===== src/logic/pcie_sb_consts.svh =====
`ifndef PCIE_SB_CONSTS_SVH
`define PCIE_SB_CONSTS_SVH

// ----------------------------------------------------------------------
// Field widths
// ----------------------------------------------------------------------

// Physical and virtual function numbers
`define PCIE_SB_PF_W               3
`define PCIE_SB_VF_W               11

// Configuration strobe fields from the hard IP
`define PCIE_SB_CFG_CTL_W          16
`define PCIE_SB_CFG_ADDR_W         5

// RX checker error code
`define PCIE_SB_ERR_CODE_W         32

// ----------------------------------------------------------------------
// Configuration space addresses
// ----------------------------------------------------------------------
`define PCIE_SB_ADDR_DEVCTL        0
`define PCIE_SB_ADDR_MSIX          12

// ----------------------------------------------------------------------
// Error stretch
// ----------------------------------------------------------------------

// Cycles a code stays up after the last nonzero input
`define PCIE_SB_ERR_STRETCH_CYCLES 4

`endif


===== src/logic/pcie_sb_pkg.sv =====
`include "pcie_sb_consts.svh"

package pcie_sb_pkg;

   // ----------------------------------------------------------------------
   // Configuration path
   // ----------------------------------------------------------------------

   // Decoded config addresses, everything else is ignored
   typedef enum logic [`PCIE_SB_CFG_ADDR_W-1:0] {
      DEVCTL = `PCIE_SB_ADDR_DEVCTL,
      MSIX   = `PCIE_SB_ADDR_MSIX
   } cfg_addr_e;

   // One tl_cfg strobe payload
   typedef struct packed {
      logic [`PCIE_SB_PF_W-1:0]      func_num;
      cfg_addr_e                     addr;
      logic [`PCIE_SB_CFG_CTL_W-1:0] ctl;
   } tl_cfg_t;

   // Device control record for PF0
   typedef struct packed {
      logic [2:0] max_payload_size;
      logic [2:0] max_read_req_size;
      logic       extended_tag_enable;
      logic       msix_enable;
      logic       msix_pf_mask_en;
   } cfg_ctl_t;

   // ----------------------------------------------------------------------
   // FLR path
   // ----------------------------------------------------------------------

   // Function under reset
   typedef struct packed {
      logic                     vf_active;
      logic [`PCIE_SB_PF_W-1:0] pf_num;
      logic [`PCIE_SB_VF_W-1:0] vf_num;
   } flr_func_t;

   // FLR handler states
   typedef enum logic [1:0] {
      IDLE     = 2'd0,
      REQ      = 2'd1,
      WAIT_RSP = 2'd2,
      DONE     = 2'd3
   } flr_state_e;

endpackage


===== src/logic/cfg_ctl_decoder.sv =====
`timescale 1ns/1ps

module cfg_ctl_decoder (
   input  logic                   avl_clk,
   input  logic                   reset_status_n,

   // Config strobes from the link side
   input  logic                   tl_cfg_valid_i,
   input  pcie_sb_pkg::tl_cfg_t   tl_cfg_i,

   // Decoded device control
   output pcie_sb_pkg::cfg_ctl_t  cfg_ctl_o,
   output logic                   link_up_o
);

   logic                  cfg_accept;
   logic                  devctl_hit;
   pcie_sb_pkg::cfg_ctl_t cfg_ctl_next;

   // Only PF0 strobes are of interest
   assign cfg_accept = tl_cfg_valid_i && (tl_cfg_i.func_num == '0);
   assign devctl_hit = cfg_accept && (tl_cfg_i.addr == pcie_sb_pkg::DEVCTL);

   // ----------------------------------------------------------------------
   // Field update
   // ----------------------------------------------------------------------
   always_comb begin
      cfg_ctl_next = cfg_ctl_o;
      if (cfg_accept) begin
         case (tl_cfg_i.addr)
            pcie_sb_pkg::DEVCTL: begin
               cfg_ctl_next.max_payload_size    = tl_cfg_i.ctl[2:0];
               cfg_ctl_next.max_read_req_size   = tl_cfg_i.ctl[5:3];
               cfg_ctl_next.extended_tag_enable = tl_cfg_i.ctl[6];
            end
            pcie_sb_pkg::MSIX: begin
               // MSI-X capability status bits
               cfg_ctl_next.msix_enable     = tl_cfg_i.ctl[5];
               cfg_ctl_next.msix_pf_mask_en = tl_cfg_i.ctl[6];
            end
            default: begin
               cfg_ctl_next = cfg_ctl_o;
            end
         endcase
      end
   end

   // ----------------------------------------------------------------------
   // Registers
   // ----------------------------------------------------------------------
   always_ff @(posedge avl_clk) begin
      if (!reset_status_n) begin
         cfg_ctl_o <= '0;
      end else begin
         cfg_ctl_o <= cfg_ctl_next;
      end
   end

   // Sticky until reset, first DEVCTL write marks the link usable
   always_ff @(posedge avl_clk) begin
      if (!reset_status_n) begin
         link_up_o <= 1'b0;
      end else if (devctl_hit) begin
         link_up_o <= 1'b1;
      end
   end

endmodule


===== src/logic/flr_fsm.sv =====
`timescale 1ns/1ps

module flr_fsm (
   input  logic                   avl_clk,
   input  logic                   reset_status_n,

   // FLR received from the link
   input  logic                   flr_rcvd_valid_i,
   input  pcie_sb_pkg::flr_func_t flr_rcvd_i,

   // Application response
   input  logic                   flr_rsp_valid_i,

   // Request toward the application
   output logic                   flr_req_valid_o,
   output pcie_sb_pkg::flr_func_t flr_req_o,

   // Completion back toward the link
   output logic                   flr_completed_valid_o,
   output pcie_sb_pkg::flr_func_t flr_completed_o
);

   pcie_sb_pkg::flr_state_e state_q;
   pcie_sb_pkg::flr_state_e state_next;
   pcie_sb_pkg::flr_func_t  func_q;
   logic                    start_flr;

   // New FLR only taken when nothing is in flight
   assign start_flr = (state_q == pcie_sb_pkg::IDLE) && flr_rcvd_valid_i;

   // ----------------------------------------------------------------------
   // Next state
   // ----------------------------------------------------------------------
   always_comb begin
      state_next = state_q;
      case (state_q)
         pcie_sb_pkg::IDLE: begin
            if (flr_rcvd_valid_i) begin
               state_next = pcie_sb_pkg::REQ;
            end
         end
         // Single cycle request pulse
         pcie_sb_pkg::REQ: begin
            state_next = pcie_sb_pkg::WAIT_RSP;
         end
         pcie_sb_pkg::WAIT_RSP: begin
            if (flr_rsp_valid_i) begin
               state_next = pcie_sb_pkg::DONE;
            end
         end
         pcie_sb_pkg::DONE: begin
            state_next = pcie_sb_pkg::IDLE;
         end
         default: begin
            state_next = pcie_sb_pkg::IDLE;
         end
      endcase
   end

   always_ff @(posedge avl_clk) begin
      if (!reset_status_n) begin
         state_q <= pcie_sb_pkg::IDLE;
      end else begin
         state_q <= state_next;
      end
   end

   // ----------------------------------------------------------------------
   // Function identity
   // ----------------------------------------------------------------------

   // Captured on leaving IDLE, held through completion
   always_ff @(posedge avl_clk) begin
      if (!reset_status_n) begin
         func_q <= '0;
      end else if (start_flr) begin
         func_q <= flr_rcvd_i;
      end
   end

   // Strobes decoded from state
   assign flr_req_valid_o       = (state_q == pcie_sb_pkg::REQ);
   assign flr_completed_valid_o = (state_q == pcie_sb_pkg::DONE);
   assign flr_req_o             = func_q;
   assign flr_completed_o       = func_q;

endmodule


===== src/logic/err_stretch_timer.sv =====
`timescale 1ns/1ps
`include "pcie_sb_consts.svh"

module err_stretch_timer (
   input  logic                           avl_clk,
   input  logic                           reset_status_n,
   input  logic [`PCIE_SB_ERR_CODE_W-1:0] err_code_i,
   output logic [`PCIE_SB_ERR_CODE_W-1:0] err_code_o
);

   localparam int CNT_W = $clog2(`PCIE_SB_ERR_STRETCH_CYCLES + 1);

   logic [`PCIE_SB_ERR_CODE_W-1:0] acc_q;
   logic [CNT_W-1:0]               cnt_q;
   logic                           err_seen;
   logic                           cnt_idle;

   assign err_seen = (err_code_i != '0);
   assign cnt_idle = (cnt_q == '0);

   // ----------------------------------------------------------------------
   // Accumulator and hold counter
   // ----------------------------------------------------------------------
   always_ff @(posedge avl_clk) begin
      if (!reset_status_n) begin
         acc_q <= '0;
         cnt_q <= '0;
      end else if (err_seen) begin
         // Any new code restarts the hold window
         cnt_q <= CNT_W'(`PCIE_SB_ERR_STRETCH_CYCLES);
         if (cnt_idle) begin
            acc_q <= err_code_i;
         end else begin
            acc_q <= acc_q | err_code_i;
         end
      end else if (!cnt_idle) begin
         cnt_q <= cnt_q - 1'b1;
         // Last cycle of the window
         if (cnt_q == CNT_W'(1)) begin
            acc_q <= '0;
         end
      end
   end

   assign err_code_o = acc_q;

endmodule


===== src/logic/pcie_sideband_top.sv =====
`timescale 1ns/1ps
`include "pcie_sb_consts.svh"

module pcie_sideband_top (
   input  logic                           avl_clk,
   input  logic                           reset_status_n,

   // Configuration strobes
   input  logic                           tl_cfg_valid_i,
   input  pcie_sb_pkg::tl_cfg_t           tl_cfg_i,
   output pcie_sb_pkg::cfg_ctl_t          cfg_ctl_o,
   output logic                           link_up_o,

   // FLR exchange
   input  logic                           flr_rcvd_valid_i,
   input  pcie_sb_pkg::flr_func_t         flr_rcvd_i,
   input  logic                           flr_rsp_valid_i,
   output logic                           flr_req_valid_o,
   output pcie_sb_pkg::flr_func_t         flr_req_o,
   output logic                           flr_completed_valid_o,
   output pcie_sb_pkg::flr_func_t         flr_completed_o,

   // RX checker error code
   input  logic [`PCIE_SB_ERR_CODE_W-1:0] chk_rx_err_code_i,
   output logic [`PCIE_SB_ERR_CODE_W-1:0] rx_err_code_o
);

   // ----------------------------------------------------------------------
   // Device control decode
   // ----------------------------------------------------------------------
   cfg_ctl_decoder u_cfg_ctl_decoder (
      .avl_clk        (avl_clk),
      .reset_status_n (reset_status_n),
      .tl_cfg_valid_i (tl_cfg_valid_i),
      .tl_cfg_i       (tl_cfg_i),
      .cfg_ctl_o      (cfg_ctl_o),
      .link_up_o      (link_up_o)
   );

   // ----------------------------------------------------------------------
   // FLR handler
   // ----------------------------------------------------------------------
   flr_fsm u_flr_fsm (
      .avl_clk               (avl_clk),
      .reset_status_n        (reset_status_n),
      .flr_rcvd_valid_i      (flr_rcvd_valid_i),
      .flr_rcvd_i            (flr_rcvd_i),
      .flr_rsp_valid_i       (flr_rsp_valid_i),
      .flr_req_valid_o       (flr_req_valid_o),
      .flr_req_o             (flr_req_o),
      .flr_completed_valid_o (flr_completed_valid_o),
      .flr_completed_o       (flr_completed_o)
   );

   // ----------------------------------------------------------------------
   // Error code stretch
   // ----------------------------------------------------------------------

   // Keeps short checker pulses visible to a slow reader
   err_stretch_timer u_err_stretch_timer (
      .avl_clk        (avl_clk),
      .reset_status_n (reset_status_n),
      .err_code_i     (chk_rx_err_code_i),
      .err_code_o     (rx_err_code_o)
   );

endmodule


===== config.mk =====
export PLATFORM = sky130hd
export DESIGN_NAME = pcie_sideband_top
export DESIGN_NICKNAME = d
export VERILOG_FILES = /design/src/logic/pcie_sb_pkg.sv /design/src/logic/cfg_ctl_decoder.sv /design/src/logic/flr_fsm.sv /design/src/logic/err_stretch_timer.sv /design/src/logic/pcie_sideband_top.sv
export VERILOG_INCLUDE_DIRS = /design/src /design/src/logic
export SDC_FILE = /design/constraint.sdc
export NUM_CORES = 1
export LEC_CHECK = 0
export ABC_AREA = 1
export BUFFER_PORTS_ARGS = -buffer_cell sky130_fd_sc_hd__buf_2
export CAP_MARGIN = 20
export CORE_MARGIN = 10
export CORE_UTILIZATION = 45
export DETAILED_ROUTE_END_ITERATION = 10
export PLACE_DENSITY = 0.79
export SETUP_SLACK_MARGIN = 0.5
export SYNTH_ARGS = -nofsm -noshare
export SYNTH_HDL_FRONTEND = slang
export SYNTH_SLANG_ARGS = --single-unit

===== constraint.sdc =====
create_clock -name avl_clk -period 2.1 [get_ports avl_clk]
set_input_delay 0.315 -clock avl_clk [delete_from_list [all_inputs] [get_ports avl_clk]]
set_output_delay 0.315 -clock avl_clk [all_outputs]
set_load 0.005 [all_outputs]

==> reports/metrics.cfg <==
[status]
outcome=complete, no violations

[worst_setup_path]
critical_path.max_fanout=22
crit_slowest_cell=dfxtp_1
crit_arrival_ns=1.72
critical_path_class=reg -> reg
crit_path_frequent_cell=inv_1
path_delay_family=buffers and inverters
max_stage_delay_ns=0.31
cp.required_ns=2.31
r2r_setup_slack_ns=0.58
path_buf_inv=4
cp-start-kind=flop
crit_path_cell_trace=inv_1, ha_2, inv_1, nor2_4, inv_2, buf_12, a21oi_2, o21bai_1, a21oi_1
cp-end-kind=flop

[power]
ir_drop_mv=0.453
p_per_area_nw_per_um2=842
finalPower_w=0.00322
power.leakage_nw=1.80

[final_layout]
register_area_um2=1240
synthToLayoutAreaGrowth_pct=31.0
fillCellCount=590
layout_commonest_cell=buf_2
layout_common_cells=buf_2, a21oi_1, nor2_1, dfxtp_1, nand3_1
final_nets=584
multi_input_area_um2=1420
antenna_cells=0
drive_gt1_share_pct=35.4
fin_util_pct=60.6
final_area_um2=3830

[clock_tree]
cts.htree.levels=3
clk_latency_ns=0.32
clk_pin_slew_worst_paths_ns=0.07
ctsHoldBuffers=0
clkSinkCount=62
cts_tree=built
cts_buffer_depth=2
root_buffer=clkbuf_8
numCtsBuffers=9

[grt]
antenna_found_initial=0
grt_use_total_pct=16.9
grt_pass1_vias=3168
grt_start_max_net_pins=35
overflow=0
grt_pass1_wl_um=14500

[synth]
async_reset_ff_share_pct=0
syn_nets=460
yosysWarningCount=0
synth-edff-count=0
ys_ff_latch=62
synthCells=377
syn_area_per_cell_um2=7.75
seq_area_frac_synth_pct=42.5
ys_types=25
synthFlopType=dfxtp_1
netlist_area_um2=2920

[floorplan]
die_area_um2=10100
rows=29
die_height_um=101
core_um2=6310
io_pins=150
start_util_pct=46.3
die_width_um=101

[route]
totalWireLength_um=8900
drc=0
drt_pass1_iterations=4
drt-wirelength-per-cell_um=15.3
ant_nets=0
drt_iter0_markers=86
via_per_inst=5.31
vias=3093

[timing]
rsz0062_at_grt=true
final-hold-violation-count=0
setup_violations=0
hold_slack_ns=0.240
finalCritPeriodShare_pct=72.2
max_freq_mhz=660
layout_min_cycle_time_ns=1.52
drv_slew=0
finalSetupTns_ns=0
relSlewSlack_pct=69.3
finalClockSkew_ns=0.00772
tightest_slew_ns=0.460

[job]
maxCapViolCount=0

[hold_path]
hold_path.class=in -> reg

[placement]
routabilityCongestion=0.784
io_buffers=140
dp_hpwl_um=6680
placed_cell_area_um2=3560

sequential cells by signal, indices dropped and copies added (netlist names):
signal                          cells
u_flr_fsm.flr_completed_o          15
u_cfg_ctl_decoder.link_up_o         1
u_err_stretch_timer.err_code_o     32
u_cfg_ctl_decoder.cfg_ctl_o         9
u_flr_fsm.state_q                   2
u_err_stretch_timer.cnt_q           3
path summary, 6_finish.rpt:
path                                              from                                              end  cells past startpoint
max reg2reg  u_err_stretch_timer.cnt_q[1]$_SDFFE_PP0N_  u_err_stretch_timer.err_code_o[15]$_SDFFE_PN0P_                      9
min reg2reg   u_cfg_ctl_decoder.link_up_o$_SDFFE_PN0P_         u_cfg_ctl_decoder.link_up_o$_SDFFE_PN0P_                      2
min                                      flr_rcvd_i[2]        u_flr_fsm.flr_completed_o[2]$_SDFFE_PN0P_                      3
max          u_err_stretch_timer.cnt_q[1]$_SDFFE_PP0N_  u_err_stretch_timer.err_code_o[15]$_SDFFE_PN0P_                      9
power by group:
group / switching, W / total (W) / internal (W)
clock network: 0.000438 / 0.00105 / 0.000607
logic: 0.000390 / 0.000762 / 0.000372
registers: 0.0000972 / 0.00142 / 0.00132
total: 0.000925 / 0.00322 / 0.00230
cell usage after synthesis (2+ instances only):
cell | count | area share, %
a21oi_1 | 68 | 12
buf_2 | 7 | 1.2
buf_4 | 15 | 3.9
buf_6 | 3 | 1.2
clkbuf_1 | 12 | 1.5
dfxtp_1 | 62 | 42
ha_1 | 7 | 3.0
inv_1 | 14 | 1.8
nand2_1 | 17 | 2.2
nand3_1 | 34 | 5.8
nor2_1 | 66 | 8.5
nor2_2 | 2 | 0.43
nor4_1 | 2 | 0.43
o21ai_0 | 26 | 4.5
o21bai_1 | 32 | 8.2
kinds of logic (layout without fill, tap and decap cells):
family | Yosys count | after routing | synth area share (%)
fa+ha+maj | 7 | 7 | 3.00
compound gates | 128 | 128 | 24.8
xor+xnor | 1 | 1 | 0.300
buf+inv | 52 | 181 | 9.67
simple gates | 127 | 127 | 19.7
flops | 62 | 62 | 42.5
worst register-to-register path, stage by stage (launching register included):
cell and delay, ns:
dfxtp_1 0.31, inv_1 0.10, ha_2 0.19, inv_1 0.07, nor2_4 0.14, inv_2 0.07, buf_12 0.16, a21oi_2 0.12
o21bai_1 0.14, a21oi_1 0.11
metrics by stage:
stage,worst slack (ns),cells
floorplan,0.638,377
global placement,0.473,565
detailed placement,0.387,565
CTS,0.534,581
global route,0.481,583
finish,0.584,583
cell type report:
class                      count  area share (%)
clock buffer                  12            4.05
timing repair buffer         151            21.3
inverter                      14            1.47
multi-input combinational    263            37.0
tap                           77            2.52
sequential                    62            32.5
clock inverter                 4            1.18
timing repair:
action,in CTS,in global routing
gates resized for setup,6,7
setup endpoints to repair,26,46
pin swaps,1,1
endpoints found under the hold margin,0,0
buffers inserted,0,2
routing by layer:
layer  global-route usage (%)  part of all wire, %  vias to the layer above
met1                     19.3                   42                     1442
met2                     27.9                   47                      126
li1                         -                    -                     1515
met4                     5.87                  1.2                        0
met5                        0                    0                        -
met3                     6.93                   10                       10
(Power assumes the default switching activity.)
